`src/verilog/sf_video_pkg.sv`:
```
// shared widths, register map and tile geometry for the two-layer pixel path

package sf_video_pkg;

   // ========================================================================
   // data widths
   // ========================================================================

   // one bitplane byte of an 8-pixel tile row
   typedef logic [7:0] plane_byte_t;

   // pixel code, plane 1 bit over plane 0 bit; 0 is transparent
   typedef logic [1:0] pix_code_t;

   // palette bank number
   typedef logic [1:0] pal_bank_t;

   // layer id over bank over code
   typedef logic [4:0] color_index_t;

   // apb address and data
   typedef logic [3:0] apb_addr_t;
   typedef logic [7:0] apb_data_t;

   // ========================================================================
   // geometry and register map
   // ========================================================================

   // pixels per tile row
   localparam int TILE_W = 8;

   // control register
   //   bit 0 fg flip, bit 1 bg flip, bit 2 fg over bg
   localparam int CTRL_ADDR = 0;

   // bank register
   //   bits 1..0 fg bank, bits 3..2 bg bank
   localparam int BANK_ADDR = 1;

endpackage

```
`src/verilog/layer_priority_mixer.sv`:
```
// fg/bg priority mixer producing a registered colour index and valid pulse
`timescale 1ns/10ps

module layer_priority_mixer (
   input  logic                       clk,
   input  logic                       CR,
   input  logic                       pix_cen_i,
   input  sf_video_pkg::pix_code_t    fg_code_i,
   input  sf_video_pkg::pix_code_t    bg_code_i,
   input  logic                       fg_over_bg_i,
   input  sf_video_pkg::pal_bank_t    fg_bank_i,
   input  sf_video_pkg::pal_bank_t    bg_bank_i,
   output sf_video_pkg::color_index_t pixel_o,
   output logic                       pixel_valid_o
);

   logic                       fg_opaque;
   logic                       bg_opaque;
   logic                       fg_wins;
   sf_video_pkg::color_index_t mix_index;
   sf_video_pkg::color_index_t pixel_q;
   logic                       valid_q;

   // ========================================================================
   // layer selection
   // ========================================================================

   assign fg_opaque = |fg_code_i;
   assign bg_opaque = |bg_code_i;

   // fg takes the pixel alone, or on overlap when priority says so
   assign fg_wins = fg_opaque && (!bg_opaque || fg_over_bg_i);

   always_comb
   begin
      if (!fg_opaque && !bg_opaque)
         mix_index = '0;
      else if (fg_wins)
         mix_index = {1'b1, fg_bank_i, fg_code_i};
      else
         mix_index = {1'b0, bg_bank_i, bg_code_i};
   end

   // ========================================================================
   // output register
   // ========================================================================

   always_ff @(posedge clk or negedge CR)
   begin
      if (!CR)
      begin
         pixel_q <= '0;
         valid_q <= 1'b0;
      end
      else
      begin
         if (pix_cen_i)
            pixel_q <= mix_index;
         // one clk wide, right after each pixel enable
         valid_q <= pix_cen_i;
      end
   end

   assign pixel_o       = pixel_q;
   assign pixel_valid_o = valid_q;

endmodule

```
`src/verilog/pixel_timing.sv`:
```
// pixel clock enable divider and tile load strobe generator
`timescale 1ns/10ps

module pixel_timing #(
   parameter int CLK_DIV = 8
) (
   input  logic clk,
   input  logic CR,
   output logic pix_cen_o,
   output logic tile_load_o
);

   localparam int DIV_W = $clog2(CLK_DIV);
   localparam int CNT_W = $clog2(sf_video_pkg::TILE_W);

   logic [DIV_W-1:0] div_q;
   logic             pix_cen_q;
   logic [CNT_W-1:0] pix_cnt_q;

   // ========================================================================
   // divide counter, one enable per CLK_DIV cycles
   // ========================================================================

   always_ff @(posedge clk or negedge CR)
   begin
      if (!CR)
      begin
         div_q     <= '0;
         pix_cen_q <= 1'b0;
      end
      else
      begin
         if (div_q == DIV_W'(CLK_DIV - 1))
            div_q <= '0;
         else
            div_q <= div_q + 1'b1;
         // registered so the enable is a clean single-cycle pulse
         pix_cen_q <= (div_q == DIV_W'(CLK_DIV - 1));
      end
   end

   // pixel position within the tile row
   always_ff @(posedge clk or negedge CR)
   begin
      if (!CR)
         pix_cnt_q <= '0;
      else if (pix_cen_q)
         pix_cnt_q <= pix_cnt_q + 1'b1;
   end

   assign pix_cen_o   = pix_cen_q;
   // last pixel of the row, serializers reload here
   assign tile_load_o = pix_cen_q && (pix_cnt_q == CNT_W'(sf_video_pkg::TILE_W - 1));

endmodule

```
`src/verilog/plane_serializer.sv`:
```
// two-bitplane tile shifter with parallel load and flip-selected direction
`timescale 1ns/10ps

module plane_serializer (
   input  logic                      clk,
   input  logic                      CR,
   input  logic                      pix_cen_i,
   input  logic                      tile_load_i,
   input  logic                      flip_i,
   input  sf_video_pkg::plane_byte_t plane0_i,
   input  sf_video_pkg::plane_byte_t plane1_i,
   output sf_video_pkg::pix_code_t   code_o
);

   localparam int HEAD = sf_video_pkg::TILE_W - 1;

   sf_video_pkg::plane_byte_t plane0_q;
   sf_video_pkg::plane_byte_t plane1_q;

   // ========================================================================
   // shift helpers, same for both planes
   // ========================================================================

   // unflipped shifts left (msb out first), flipped shifts right
   function automatic sf_video_pkg::plane_byte_t shift_plane(
      input sf_video_pkg::plane_byte_t q,
      input logic                      flip
   );
      if (flip)
         return {1'b0, q[HEAD:1]};
      else
         return {q[HEAD-1:0], 1'b0};
   endfunction

   // bit currently at the output end
   function automatic logic head_bit(
      input sf_video_pkg::plane_byte_t q,
      input logic                      flip
   );
      return flip ? q[0] : q[HEAD];
   endfunction

   // ========================================================================
   // load on the tile strobe, otherwise shift one pixel per enable
   // ========================================================================

   always_ff @(posedge clk or negedge CR)
   begin
      if (!CR)
      begin
         plane0_q <= '0;
         plane1_q <= '0;
      end
      else if (tile_load_i)
      begin
         plane0_q <= plane0_i;
         plane1_q <= plane1_i;
      end
      else if (pix_cen_i)
      begin
         plane0_q <= shift_plane(plane0_q, flip_i);
         plane1_q <= shift_plane(plane1_q, flip_i);
      end
   end

   // plane 1 is the high code bit
   assign code_o = {head_bit(plane1_q, flip_i), head_bit(plane0_q, flip_i)};

endmodule

```
`src/verilog/sf_video_top.sv`:
```
// two-layer tile pixel path: timing, config registers, serializers and mixer
`timescale 1ns/10ps

module sf_video_top #(
   parameter int CLK_DIV = 8
) (
   input  logic                      clk,
   input  logic                      CR,

   // apb slave
   input  sf_video_pkg::apb_addr_t   paddr_i,
   input  logic                      psel_i,
   input  logic                      penable_i,
   input  logic                      pwrite_i,
   input  sf_video_pkg::apb_data_t   pwdata_i,
   output sf_video_pkg::apb_data_t   prdata_o,
   output logic                      pready_o,
   output logic                      pslverr_o,

   // tile rows, sampled on the load strobe
   input  sf_video_pkg::plane_byte_t fg_plane0_i,
   input  sf_video_pkg::plane_byte_t fg_plane1_i,
   input  sf_video_pkg::plane_byte_t bg_plane0_i,
   input  sf_video_pkg::plane_byte_t bg_plane1_i,

   output logic                      tile_load_o,
   output sf_video_pkg::color_index_t pixel_o,
   output logic                      pixel_valid_o
);

   logic                    pix_cen;
   logic                    tile_load;
   logic                    fg_flip;
   logic                    bg_flip;
   logic                    fg_over_bg;
   sf_video_pkg::pal_bank_t fg_bank;
   sf_video_pkg::pal_bank_t bg_bank;
   sf_video_pkg::pix_code_t fg_code;
   sf_video_pkg::pix_code_t bg_code;

   assign tile_load_o = tile_load;

   // ========================================================================
   // pixel clock enable and tile strobe
   // ========================================================================

   pixel_timing #(
      .CLK_DIV     (CLK_DIV)
   ) i_pixel_timing (
      .clk         (clk),
      .CR          (CR),
      .pix_cen_o   (pix_cen),
      .tile_load_o (tile_load)
   );

   video_cfg_regs i_video_cfg_regs (
      .clk          (clk),
      .CR           (CR),
      .paddr_i      (paddr_i),
      .psel_i       (psel_i),
      .penable_i    (penable_i),
      .pwrite_i     (pwrite_i),
      .pwdata_i     (pwdata_i),
      .prdata_o     (prdata_o),
      .pready_o     (pready_o),
      .pslverr_o    (pslverr_o),
      .fg_flip_o    (fg_flip),
      .bg_flip_o    (bg_flip),
      .fg_over_bg_o (fg_over_bg),
      .fg_bank_o    (fg_bank),
      .bg_bank_o    (bg_bank)
   );

   // ========================================================================
   // layer serializers
   // ========================================================================

   plane_serializer i_fg_serializer (
      .clk         (clk),
      .CR          (CR),
      .pix_cen_i   (pix_cen),
      .tile_load_i (tile_load),
      .flip_i      (fg_flip),
      .plane0_i    (fg_plane0_i),
      .plane1_i    (fg_plane1_i),
      .code_o      (fg_code)
   );

   plane_serializer i_bg_serializer (
      .clk         (clk),
      .CR          (CR),
      .pix_cen_i   (pix_cen),
      .tile_load_i (tile_load),
      .flip_i      (bg_flip),
      .plane0_i    (bg_plane0_i),
      .plane1_i    (bg_plane1_i),
      .code_o      (bg_code)
   );

   layer_priority_mixer i_layer_priority_mixer (
      .clk           (clk),
      .CR            (CR),
      .pix_cen_i     (pix_cen),
      .fg_code_i     (fg_code),
      .bg_code_i     (bg_code),
      .fg_over_bg_i  (fg_over_bg),
      .fg_bank_i     (fg_bank),
      .bg_bank_i     (bg_bank),
      .pixel_o       (pixel_o),
      .pixel_valid_o (pixel_valid_o)
   );

endmodule

```
`src/verilog/video_cfg_regs.sv`:
```
// apb register block for layer flip, priority and palette bank settings
`timescale 1ns/10ps

module video_cfg_regs (
   input  logic                    clk,
   input  logic                    CR,
   input  sf_video_pkg::apb_addr_t paddr_i,
   input  logic                    psel_i,
   input  logic                    penable_i,
   input  logic                    pwrite_i,
   input  sf_video_pkg::apb_data_t pwdata_i,
   output sf_video_pkg::apb_data_t prdata_o,
   output logic                    pready_o,
   output logic                    pslverr_o,
   output logic                    fg_flip_o,
   output logic                    bg_flip_o,
   output logic                    fg_over_bg_o,
   output sf_video_pkg::pal_bank_t fg_bank_o,
   output sf_video_pkg::pal_bank_t bg_bank_o
);

   logic                    access;
   logic                    hit_ctrl;
   logic                    hit_bank;
   logic                    fg_flip_q;
   logic                    bg_flip_q;
   logic                    fg_over_bg_q;
   sf_video_pkg::pal_bank_t fg_bank_q;
   sf_video_pkg::pal_bank_t bg_bank_q;

   // ========================================================================
   // address decode, zero wait states
   // ========================================================================

   assign access   = psel_i && penable_i;
   assign hit_ctrl = (paddr_i == sf_video_pkg::apb_addr_t'(sf_video_pkg::CTRL_ADDR));
   assign hit_bank = (paddr_i == sf_video_pkg::apb_addr_t'(sf_video_pkg::BANK_ADDR));

   assign pready_o  = 1'b1;
   assign pslverr_o = access && !hit_ctrl && !hit_bank;

   // writes land at the end of the access cycle
   always_ff @(posedge clk or negedge CR)
   begin
      if (!CR)
      begin
         fg_flip_q    <= 1'b0;
         bg_flip_q    <= 1'b0;
         fg_over_bg_q <= 1'b0;
         fg_bank_q    <= '0;
         bg_bank_q    <= '0;
      end
      else if (access && pwrite_i)
      begin
         if (hit_ctrl)
         begin
            fg_flip_q    <= pwdata_i[0];
            bg_flip_q    <= pwdata_i[1];
            fg_over_bg_q <= pwdata_i[2];
         end
         if (hit_bank)
         begin
            fg_bank_q <= pwdata_i[1:0];
            bg_bank_q <= pwdata_i[3:2];
         end
      end
   end

   // readback, unused bits and unmapped addresses read 0
   always_comb
   begin
      prdata_o = '0;
      if (access && hit_ctrl)
         prdata_o = {5'b0, fg_over_bg_q, bg_flip_q, fg_flip_q};
      else if (access && hit_bank)
         prdata_o = {4'b0, bg_bank_q, fg_bank_q};
   end

   assign fg_flip_o    = fg_flip_q;
   assign bg_flip_o    = bg_flip_q;
   assign fg_over_bg_o = fg_over_bg_q;
   assign fg_bank_o    = fg_bank_q;
   assign bg_bank_o    = bg_bank_q;

endmodule
```
`config.mk`:
```
export PLATFORM = sky130hd
export DESIGN_NAME = sf_video_top
export DESIGN_NICKNAME = d
export VERILOG_FILES = /design/src/verilog/sf_video_pkg.sv /design/src/verilog/layer_priority_mixer.sv /design/src/verilog/pixel_timing.sv /design/src/verilog/plane_serializer.sv /design/src/verilog/sf_video_top.sv /design/src/verilog/video_cfg_regs.sv
export SDC_FILE = /design/constraint.sdc
export NUM_CORES = 1
export LEC_CHECK = 0
export ABC_AREA = 0
export BUFFER_PORTS_ARGS = -buffer_cell sky130_fd_sc_hd__buf_2
export CORE_MARGIN = 2
export CORE_UTILIZATION = 40
export DETAILED_ROUTE_END_ITERATION = 10
export GPL_TIMING_DRIVEN = 1
export PLACE_DENSITY = 0.6
export SLEW_MARGIN = 20
export SYNTH_ARGS = -nofsm -noshare
export SYNTH_HDL_FRONTEND = slang
export SYNTH_HIERARCHICAL = 1
export SYNTH_SLANG_ARGS = --single-unit
```
`constraint.sdc`:
```
create_clock -name clk -period 3 [get_ports clk]
set_input_delay 0.6 -clock clk [delete_from_list [all_inputs] [get_ports clk]]
set_output_delay 0.6 -clock clk [all_outputs]
set_load 0.02 [all_outputs]
```
# After elaboration in Yosys (flattened, before gate mapping)
# Cells that the tools add are included.
totals:
  out_inout_bits: 17
  input_bits: 49
  register_bits: 52
classes:
  n_addsub: 2
  n_eq_ne: 3
  n_mux: 21
  reduce_logical: 20
ops:
  columns: ["operator", "count"]
  rows:
  - ["$mux W8", 13]
  - ["$mux W5", 2]
  - ["$logic_and A1 B1 Y1", 9]
  - ["$add A3 B1 Y3 const B", 2]
  - ["$eq A3 B3 Y1 const B", 2]
  - ["$eq A4 B1 Y1 const B", 1]
  - ["$logic_not A1 Y1", 4]
  - ["$logic_not A4 Y1", 1]
  - ["$mux W1", 4]
  - ["$mux W4", 1]
  - ["$reduce_and A2 Y1", 2]
  - ["$reduce_or A2 Y1", 2]
  - ["$mux W3", 1]
  - ["$reduce_bool A2 Y1", 1]
  - ["$logic_or A1 B1 Y1", 1]

# Longest topological paths before layout
# Gate-level depths: netlist (run 1).
depth:
  ltp_word: 7
  depth_mapped: 7

# Cells and area by module
# The synthesis (run 1) kept the hierarchy.
by_module_without_submodules:
  columns: ["mod", "cells_each", "area_each_um2", "n_inst", "seq_area_each_um2"]
  rows:
  - ["plane_serializer", 92, 983.4, 2, 400.4]
  - ["video_cfg_regs", 39, 425.4, 1, 175.2]
  - ["layer_priority_mixer", 29, 324.1, 1, 150.1]
  - ["pixel_timing", 16, 267.8, 1, 175.2]

# Worst setup path after synthesis (run 1)
# Ideal clock, no wire load.
synth_path:
  kind: "input to output"
  start: "input port paddr_i[3]"
  end: "output port prdata_o[0]"
  path_stages: 3
  slack_ns: 1.109
  t_required_ns: 2.400
  n_path_buf: 0
  arrival_ns: 1.291
  cell_sequence: "nor3_1 nand3_1 nor2_1"
synth_between:
  elab_chain_len: 4
synth_rtl:
  columns: ["item", "line_no", "source"]
  rows:
  - ["start, declared", "sf_video_top.sv:11", "input sf_video_pkg::apb_addr_t paddr_i,"]
  - ["$eq A4 B1 Y1", "video_cfg_regs.sv:37", "assign hit_bank = (paddr_i == sf_video_pkg::apb_addr_t'(sf_video_pkg::BANK_ADDR));"]
  - ["$logic_and A1 B1 Y1", "video_cfg_regs.sv:75", "else if (access && hit_bank)"]
  - ["$mux W4", "video_cfg_regs.sv:75", null]
  - ["$mux W8 *", "video_cfg_regs.sv:73", "if (access && hit_ctrl)"]
  - ["end, declared", "sf_video_top.sv:16", "output sf_video_pkg::apb_data_t prdata_o,"]
# Mark *: on every way between the ends. The rest lies on a longest branch, timed or not.

# Final worst setup path (run 1)
layout_path:
  start: "register i_pixel_timing.pix_cnt_q[0]"
  end: "output port tile_load_o"
layout_between:
  elab_chain_len: 2
layout_rtl:
  columns: ["item", "line_no", "source"]
  rows:
  - ["start, declared", "pixel_timing.sv:18", "logic [CNT_W-1:0] pix_cnt_q;"]
  - ["start signal, assigned", "pixel_timing.sv:48", "pix_cnt_q <= pix_cnt_q + 1'b1;"]
  - ["$eq A3 B3 Y1", "pixel_timing.sv:53", "assign tile_load_o = pix_cen_q && (pix_cnt_q == CNT_W'(sf_video_pkg::TILE_W - 1));"]
  - ["$logic_and A1 B1 Y1", "pixel_timing.sv:53", null]
  - ["end, declared", "sf_video_top.sv:26", "output logic tile_load_o,"]
# No other way between the ends.

==> results.md, run 1 <==
* First-pass GRT wire length at about 11000 µm
* Clock sink count at 52
* Final Worst Setup Slack at roughly 0.37 ns
* Worst-Margin Slew at roughly 0.93 ns
* Reg area at roughly 1300 µm²
* Drt via density at 5.147
* R2R Setup Slk at 0.64 ns
* Slew Viols, Final at 0
* 1st-iter DRT viols at 67
* Power Dens Cells at 492.8 nW/µm²
* Max-Cap Viols at 0
* Clock share of power at between 20 and 30%
* Comb power frac at 22.6%
* Post-synth cell types at 34
* Core Rows at 31
* Congestion Overflow GR at 0
* Final Wtd Congestion at between 0.7 and 0.8
* Most frequent cells after synthesis: 52 x dfrtp_1, 27 x mux2i_1, 27 x nand2_1
* Worst skew pair latency at 0.30 ns
* H-tree levels at 2
* Syn_area_per_cell at 11.13 µm²
* Slew margin rel. at approximately two fifths
* Post-CTS Resized at 0
* Pre-CTS setup slack at between 0.6 and 0.7 ns
* Crit start category: flop
* CTS tree: built
* Crit path max fanout at about 60
* Ys Warns at 6
* FF-to-FF End: i_fg_serializer/plane0_q[1]
* Largest net degree at the start of global routing at 62
* Remaining DRCs at 0
* Starting Density at between 40% and 50%
* Fmax at ~380 MHz
* Post-CTS Setup Inserts at 0
* Worst hold slack at 0.2726 ns
* N_diodes at 0
* Setup TNS at 0 ns
* Net Sw Power at ~0.48 mW
* Pre-antenna DRT Iters at 4
* Flops & latches, synth at 52
* Initial antenna violation count at 0
* Layout area overhead at 12.37%
* Post-Route Skew at between 0.005 and 0.006 ns
* Internal power at around 1.2 mW
* Cell with the most instances after synthesis: dfrtp_1
* Clock edge transition at the registers on the reported setup and hold paths at 0.09 ns
* Critical path arrival at between 2 and 2.5 ns
* Core Area at between 7000 and 8000 µm²
* Port buffer count at between 50 and 60
* Area leader, netlist: dfrtp_1
* Worst EP required at ~2.4 ns
* Crit Path Class: flop to output port
* TritonCTS Buffers at 5
* Overall Global Routing Usage at between 15 and 20%
* Die Span Y at about 90 µm
* Synthesized area at slightly below 3000 µm²
* Share of layout cells above drive strength 1 at between 30 and 40%
* FF-to-FF Start: i_pixel_timing/pix_cnt_q[0]
* EDFF count, synth at 0
* Sw Ratio at between 20 and 30%
* Vias in the first global route at 2197
* CTS Hold Bufs at 0
* VDD IR-drop max at around 0.26 mV
* Clk buf depth at 2
* Lkg Pwr at 1.442 nW
* Status: completed
* Synth area leaders: dfrtp_1 44%, mux2i_1 9.1%, or3b_1 7.0%
* Synthesized instance count at 268
* Final-report hold violation count at 0
* RSZ-0062 raised after global routing: false
* I/O pin total at between 60 and 70
* Final setup fails at 0
* Via count at about 2100
* Multi-input combinational cell area at 1489 µm²
* Filler instances at slightly above 700
* Cell area after layout at roughly 3400 µm²
* Hold Crit Class: primary input to asynchronous set/reset pin
* Post-route minimum period at around 2.6 ns
* CP Capture Type: output port
* Routed Antenna Nets at 0
* Root buffer cell: clkbuf_8
* Routed WL at between 5000 and 6000 µm
* Area fraction of the dominant cell type after synthesis at between 40 and 50%
* Final Cycle Share at slightly below 90%
* FF-to-FF path depth at 5
* Register area share after synthesis at approximately 44%
* DIE AREA at 8167 µm²
* Reg power frac at between 50 and 60%
* Wire per inst at ~14 µm
* Post-synth top flop: dfrtp_1
* Chip width at about 90 µm
* DP Area at 3263 µm²
* Post-Route Utilization at 46.23%
* Post-DP HPWL at between 3000 and 4000 µm
* Async set-or-reset flop fraction in the synthesized netlist at 100.0%
* Layout Nets at between 300 and 400
-- how the worst max path moves through the flow --
| stage | start | end | slack, ns | depth (start not counted) |
|---|---|---|---|---|
| final | i_pixel_timing/pix_cnt_q[0] | tile_load_o | 0.37 | 4 |
| after detailed placement | i_pixel_timing/pix_cnt_q[0] | i_fg_serializer/plane1_q[5] | 0.62 | 5 |
| after global placement | i_pixel_timing/pix_cnt_q[0] | i_fg_serializer/plane0_q[1] | 0.64 | 5 |
| after global routing | i_pixel_timing/pix_cnt_q[0] | tile_load_o | 0.19 | 4 |
| after CTS | i_pixel_timing/pix_cnt_q[0] | tile_load_o | 0.32 | 4 |
| after floorplan | paddr_i[3] | prdata_o[0] | 1.11 | 3 |
-- critical path, stage by stage, from the launching register on --
cell and delay, ns:
dfrtp_1 0.38, ha_1 0.16, ha_1 0.13, and2_2 0.75, buf_2 0.30
-- power by group through the flow --
stage               Sequential [mW]  Combinational (mW)  Clock [mW]
finish                        0.862               0.373       0.417
global route                  0.877               0.414       0.461
CTS                           0.864               0.380       0.434
detailed placement            0.877               0.377           0
global placement              0.876               0.369           0
floorplan                     0.868               0.278           0
-- placed cells by master (no fill, tap or decap), drive strengths merged, types with 5 or more instances in the layout --
master	Yosys	final
nand3	7	7
or3b	24	24
nor2b	8	8
a31oi	8	8
o211ai	24	24
clkbuf	1	8
buf	22	60
mux2	14	14
mux2i	27	27
conb	2	5
nor2	6	6
inv	7	7
nand2b	12	12
dfrtp	52	52
nand2	27	27
-- kinds of logic (layout without fill, tap and decap cells) --
| family | count (synthesis) | in the layout | share of synthesized area [%] |
|---|---|---|---|
| fa+ha+maj | 4 | 4 | 1.677 |
| mux | 41 | 41 | 14.34 |
| other cells | 2 | 5 | 0.2517 |
| buf+inv | 30 | 75 | 6.876 |
| simple gates | 94 | 94 | 20.00 |
| compound gates | 44 | 44 | 12.96 |
| flops | 52 | 52 | 43.61 |
| xor+xnor | 1 | 1 | 0.2936 |
-- layout make-up --
class                           count  share of cell area, %
Clock buffer                        8                  2.687
Sequential cell                    52                  38.81
Tap cell                           99                  3.694
Inverter                            7                 0.7836
Multi-Input combinational cell    189                  44.40
Timing Repair Buffer               60                  9.627
-- metrics by stage --
stage | std cells | total power [mW]
finish | 415 | 1.652
CTS | 415 | 1.678
floorplan | 271 | 1.145
detailed placement | 407 | 1.253
global placement | 407 | 1.245
global route | 415 | 1.752
-- per-layer routing --
metal | up-vias | GRT usage (%) | wire, µm
met5 | - | 0 | 0
li1 | 1051 | - | -
met2 | 46 | 24.50 | 2750
met4 | 0 | 5.000 | 78
met1 | 1032 | 21.06 | 2878
met3 | 7 | 3.756 | 271
-- state kept, by name, indices dropped and copies added (netlist names), 2 cells and up --
name,cells
i_fg_serializer/plane1_q,8
i_pixel_timing/pix_cnt_q,3
i_pixel_timing/div_q,3
i_bg_serializer/plane1_q,8
i_bg_serializer/plane0_q,8
i_video_cfg_regs/fg_bank_o,2
i_layer_priority_mixer/pixel_o,5
i_fg_serializer/plane0_q,8
i_video_cfg_regs/bg_bank_o,2
(Power assumes the default switching activity.)
==> inputs of run 2 (changes only) <==
--- a/config.mk
+++ b/config.mk
@@ -7,10 +7,12 @@
 export LEC_CHECK = 0
 export ABC_AREA = 0
 export BUFFER_PORTS_ARGS = -buffer_cell sky130_fd_sc_hd__buf_2
+export CAP_MARGIN = 20
 export CORE_MARGIN = 2
 export CORE_UTILIZATION = 40
 export DETAILED_ROUTE_END_ITERATION = 10
 export GPL_TIMING_DRIVEN = 1
+export MAX_ROUTING_LAYER = met4
 export PLACE_DENSITY = 0.6
 export SLEW_MARGIN = 20
 export SYNTH_ARGS = -nofsm -noshare
==> constraint.sdc (replaced) <==
create_clock -name clk -period 3.38 [get_ports clk]
set_input_delay 0.676 -clock clk [delete_from_list [all_inputs] [get_ports clk]]
set_output_delay 0.676 -clock clk [all_outputs]
set_load 0.02 [all_outputs]
==> run 2 against run 1 <==
Compared with the run above: global-route usage up 0.45 points; die area unchanged; sequential power down 11%; first-iteration DRC count up 16%; clock power down 13%; sequential cell count unchanged; cell count unchanged; critical path depth unchanged; largest cell class unchanged; highest routed layer unchanged.
==> results.md, run 2 (same netlist as run 1, synthesis figures left out) <==
* H-tree levels at 2
* Layout area overhead at 11.95%
* Crit Path Class: flop to output port
* Top cell by count, worst path: ha_1
* Wire per inst at 14.42 µm
* VDD IR-drop max at around 0.19 mV
* Via count at ~2100
* Post-Route Skew at between 0.005 and 0.006 ns
* N_diodes at 0
* RSZ-0062 raised after global routing: false
* Clock edge transition at the registers on the reported setup and hold paths at around 0.090 ns
* Overall Global Routing Usage at between 15 and 20%
* Crit start category: flop
* I/O pin total at between 60 and 70
* Largest net degree at the start of global routing at 62
* Clock sink count at between 50 and 60
* Vias in the first global route at about 2200
* Routed Antenna Nets at 0
* 1st-iter DRT viols at 78
* Post-CTS Resized at 0
* Post-route minimum period at around 2.7 ns
* Critical path arrival at 2.05 ns
* WP depth at 4
* Starting Density at between 40% and 50%
* FF-to-FF path depth at 5
* Final setup fails at 0
* Pre-antenna DRT Iters at 4
* Routed WL at about 6000 µm
* Post-CTS Setup Inserts at 0
* CP delay by family, top: simple AND/OR/NAND/NOR gates
* Most frequent cells in the layout: 56 x buf_2, 52 x dfrtp_1, 27 x mux2i_1, 27 x nand2_1, 24 x or3b_1
* Initial antenna violation count at 0
* Layout Nets at 368
* CTS Hold Bufs at 0
* Most common cell after layout, fill and taps aside: buf_2
* Worst-Margin Slew at ~0.96 ns
* Die Span Y at between 90 and 100 µm
* Slew Viols, Final at 0
* Worst hold slack at between 0.2 and 0.3 ns
* CP bufs+invs at 1
* Port buffer count at 56
* First-pass GRT wire length at between 10000 and 15000 µm
* Fmax at between 300 and 400 MHz
* Final-report hold violation count at 0
* Chip width at about 90 µm
* Slowest CP cell: and2_2
* Final Cycle Share at 80.52%
* Clk buf depth at 2
* TritonCTS Buffers at 5
* Lkg Pwr at ~1.4 nW
* Slew margin rel. at between 30% and 40%
* Root buffer cell: clkbuf_8
* Drt via density at 5.142
* Status: completed
* Worst path max stage delay at 0.78 ns
* Crit path max fanout at a little over 60
* Worst EP required at roughly 2.7 ns
* CTS tree: built
* Max-Cap Viols at 0
* Filler instances at 718
* Core Area at roughly 7300 µm²
* Core Rows at 31
* Power Dens Cells at between 400 and 500 nW/µm²
* Congestion Overflow GR at 0
* Hold Crit Class: primary input to asynchronous set/reset pin
* Crit-path cells: ha_1, ha_1, and2_2, buf_2
* Setup TNS at 0 ns
* Remaining DRCs at 0
* Worst skew pair latency at around 0.29 ns
* DIE AREA at 8167 µm²
* Post-DP HPWL at about 4000 µm
* CP Capture Type: output port
* Final Wtd Congestion at between 0.7 and 0.8
* Post-Route Utilization at 46.06%
* Share of layout cells above drive strength 1 at a little under a third
-- run 2: changes by cell type in the layout (fill, tap and decap cells not counted) --
cell	change
buf_12	-1
buf_4	+1
-- run 2: where the power goes --
group,internal [mW],switching [mW],total [mW]
combinational,0.169,0.160,0.329
sequential,0.700,0.0646,0.764
clock,0.168,0.194,0.362
-- run 2: cell type report --
type                            instances  area, µm²  share of cell area [%]
Sequential cell                        52       1301                   38.95
Clock buffer                            8      90.09                   2.697
Timing Repair Buffer                   60      310.3                   9.288
Tap cell                               99      123.9                   3.708
Inverter                                7      26.28                  0.7865
Multi-Input combinational cell        189       1489                   44.57
-- run 2: worst register-to-register path, cell delays in order, from the launching register on --
cell and delay [ns]:
dfrtp_1 0.38, ha_1 0.15, ha_1 0.13, and2_2 0.78
nand2b_1 0.62, o211ai_1 0.19
-- run 2: worst paths after layout --
check                                             from                              endpoint  slack [ns]
min in group clk               i_pixel_timing/div_q[0]               i_pixel_timing/div_q[0]        0.43
hold / removal                                      CR  i_layer_priority_mixer/pixel_valid_o        0.29
hold reg to reg                i_pixel_timing/div_q[0]               i_pixel_timing/div_q[0]        0.43
setup / recovery           i_pixel_timing/pix_cnt_q[0]                           tile_load_o        0.66
max in group asynchronous                           CR     i_layer_priority_mixer/pixel_o[0]        2.27
setup reg to reg           i_pixel_timing/pix_cnt_q[0]           i_bg_serializer/plane1_q[4]        1.00
-- run 2: stage by stage --
stage          area, µm²  total power, mW  std cells  worst slack [ns]
2_1_floorplan       2995            1.017        271             1.337
3_3_place_gp        3251            1.103        407             1.001
3_5_place_dp        3251            1.109        407            0.9865
4_1_cts             3341            1.483        415            0.6433
5_1_grt             3341            1.553        415            0.5042
6_report            3341            1.455        415            0.6585
-- run 2: per-layer routing --
metal / global-route usage (%) / wire length (µm) / vias to the layer above
met4: 3.077 / 27 / 0
li1: - / - / 1045
met5: - / 0 / -
met1: 22.09 / 2970 / 1041
met2: 24.56 / 2729 / 46
met3: 3.339 / 257 / 2
==> inputs of run 3 (changes only) <==
==> constraint.sdc (replaced) <==
create_clock -name clk -period 2.7 [get_ports clk]
set_input_delay 0.54 -clock clk [delete_from_list [all_inputs] [get_ports clk]]
set_output_delay 0.54 -clock clk [all_outputs]
set_load 0.02 [all_outputs]
==> run 3 against run 2 <==
Compared with the run above: combinational power increased by 26%; hold slack got worse by 0.092 ns; sequential share of layout area decreased by 0.20 points; first-iteration DRC count decreased by 3.8%; via count decreased by 1.5%; non-clock buffer count increased by 1; power increased by 29%; die area unchanged; count of clock-buffer cells in the layout decreased by 3; sequential power increased by 25%; global-route usage decreased by 0.46 points; routed wire length decreased by 2.0%; critical endpoint unchanged; largest power group unchanged; highest routed layer unchanged.
==> results.md, run 3 (same netlist as run 1, synthesis figures left out) <==
* Fmax at between 400 and 500 MHz
* Power Total at 1.881 mW
* Status: completed
* Layout area overhead at 12.54%
* Post-route minimum period at ~2.3 ns
* Final-report hold violation count at 0
* Crit start category: flop
* Worst skew pair latency at roughly 0.30 ns
* Largest net degree at the start of global routing at between 60 and 70
* Inst Count DP at 408
* H-tree levels at 2
* Routed Antenna Nets at 0
* Most frequent cells in the layout: 56 x buf_2, 52 x dfrtp_1, 27 x mux2i_1, 27 x nand2_1, 24 x or3b_1
* Crit path max fanout at between 60 and 70
* N_diodes at 0
* Starting Density at between 40% and 50%
* Remaining DRCs at 0
* Lkg Pwr at ~1.4 nW
* Wire per inst at about 14 µm
* Worst-Margin Slew at a little under 0.6 ns
* Worst hold slack at between 0.2 and 0.25 ns
* Clock sink count at 52
* Layout Nets at ~370
* Reg power frac at between 50% and 60%
* Final Wtd Congestion at approximately 0.76
* Vias in the first global route at about 2100
* Drt via density at approximately 5.1
* Final setup fails at 0
* Pre-CTS setup slack at 0.3580 ns
* 1st-iter DRT viols at between 70 and 80
* Worst EP required at between 2 and 2.5 ns
* Power Dens Cells at between 500 and 600 nW/µm²
* Initial antenna violation count at 0
* Clock edge transition at the registers on the reported setup and hold paths at 0.09 ns
* Routed WL at between 5000 and 6000 µm
* Post-DP HPWL at 4074 µm
* Max-Cap Viols at 0
* Die Span Y at ~90 µm
* FF-to-FF Start: i_pixel_timing/pix_cnt_q[0]
* DIE AREA at around 8200 µm²
* CP Capture Type: output port
* Internal power at between 1 and 1.5 mW
* RSZ-0062 raised after global routing: false
* Crit Path Class: flop to output port
* FF-to-FF path depth at 5
* Via count at between 2000 and 2500
* FF-to-FF End: i_bg_serializer/plane1_q[5]
* Sw Ratio at about 28%
* Slew margin rel. at between 60% and 70%
* Final Worst Setup Slack at 0.4433 ns
* Pre-antenna DRT Iters at 4
* Hold Crit Class: primary input to asynchronous set/reset pin
* Overall Global Routing Usage at 15.52%
* Critical path arrival at 1.72 ns
* Share of layout cells above drive strength 1 at a little under a third
* VDD IR-drop max at roughly 0.25 mV
* TritonCTS Buffers at 5
* Net Sw Power at 0.5254 mW
* Congestion Overflow GR at 0
* Final Cycle Share at a little over four fifths
* Port buffer count at 56
* Comb power frac at 22.0%
* I/O pin total at 66
* Clk buf depth at 2
* Slew Viols, Final at 0
* Chip width at approximately 90 µm
* Core Rows at 31
* Root buffer cell: clkbuf_8
* Clock share of power at around 27%
* Post-Route Skew at between 0.009 and 0.01 ns
* Most common cell after layout, fill and taps aside: buf_2
* CTS tree: built
* First-pass GRT wire length at between 10000 and 15000 µm
* Final cell count without fillers at 414
* Core Area at approximately 7300 µm²
* Setup TNS at 0 ns
* R2R Setup Slk at approximately 0.66 ns
## run 3: cell count changes in the layout (fill, tap and decap cells not counted)
cell       previous run  this run
clkbuf_8              6         5
and2_4                0         1
clkbuf_1              2         0
buf_4                 4         5
and2_2                1         0
bufinv_16             0         1
## run 3: worst max path at each step
stage | startpoint | endpoint | slack, ns | depth (start not counted)
after global placement | i_pixel_timing/pix_cnt_q[0] | i_bg_serializer/plane1_q[4] | 0.35 | 5
final | i_pixel_timing/pix_cnt_q[0] | tile_load_o | 0.44 | 4
after CTS | i_pixel_timing/pix_cnt_q[0] | tile_load_o | 0.13 | 4
after detailed placement | i_pixel_timing/pix_cnt_q[0] | i_bg_serializer/plane0_q[2] | 0.36 | 5
after global routing | i_pixel_timing/pix_cnt_q[0] | tile_load_o | 0.30 | 4
after floorplan | i_video_cfg_regs/fg_flip_o | i_layer_priority_mixer/pixel_o[2] | 0.83 | 6
## run 3: worst max-delay path, stage by stage, from the launching register on
cell and delay (ns):
dfrtp_1 0.38, ha_1 0.15, ha_1 0.13, and2_4 0.48, buf_2 0.26
## run 3: timing repair
| item | in CTS | in global routing |
|---|---|---|
| buffers inserted | 0 | 0 |
| resized for setup | 0 | 1 |
| setup endpoints to repair | 0 | 1 |
| hold buffers | 0 | 0 |
## run 3: layer usage
layer  part of all wire [%]  up-vias  track usage [%]  wire length, µm
met4                    1.4        0            5.000               85
met2                     46       50            24.44             2686
met1                     49      992            20.35             2856
met5                      0        -                -                0
met3                    4.1       10            2.922              240
li1                       -     1050                -                -
## run 3: layout make-up
cell class	instances	area, µm²
fill	715	3895
multi-input combinational	189	1490
sequential	52	1301
timing repair buffer	61	317.8
tap	99	123.9
clock buffer	5	68.82
clock inverter	1	30.03
inverter	7	26.28
## run 3: per-stage QoR
stage / instance area, µm² / util (%)
after floorplan: 2995 / -
after global placement: 3258 / 44.92
after detailed placement: 3258 / 44.92
after CTS: 3357 / 46.28
after global routing: 3358 / 46.30
final: 3358 / 46.30
## run 3: power by group through the flow
stage | sequential (mW) | combinational [mW] | clock, mW
2_1_floorplan | 0.964 | 0.309 | 0
3_3_place_gp | 0.973 | 0.406 | 0
3_5_place_dp | 0.974 | 0.416 | 0
4_1_cts | 0.960 | 0.419 | 0.531
5_1_grt | 0.974 | 0.455 | 0.566
6_report | 0.958 | 0.413 | 0.510
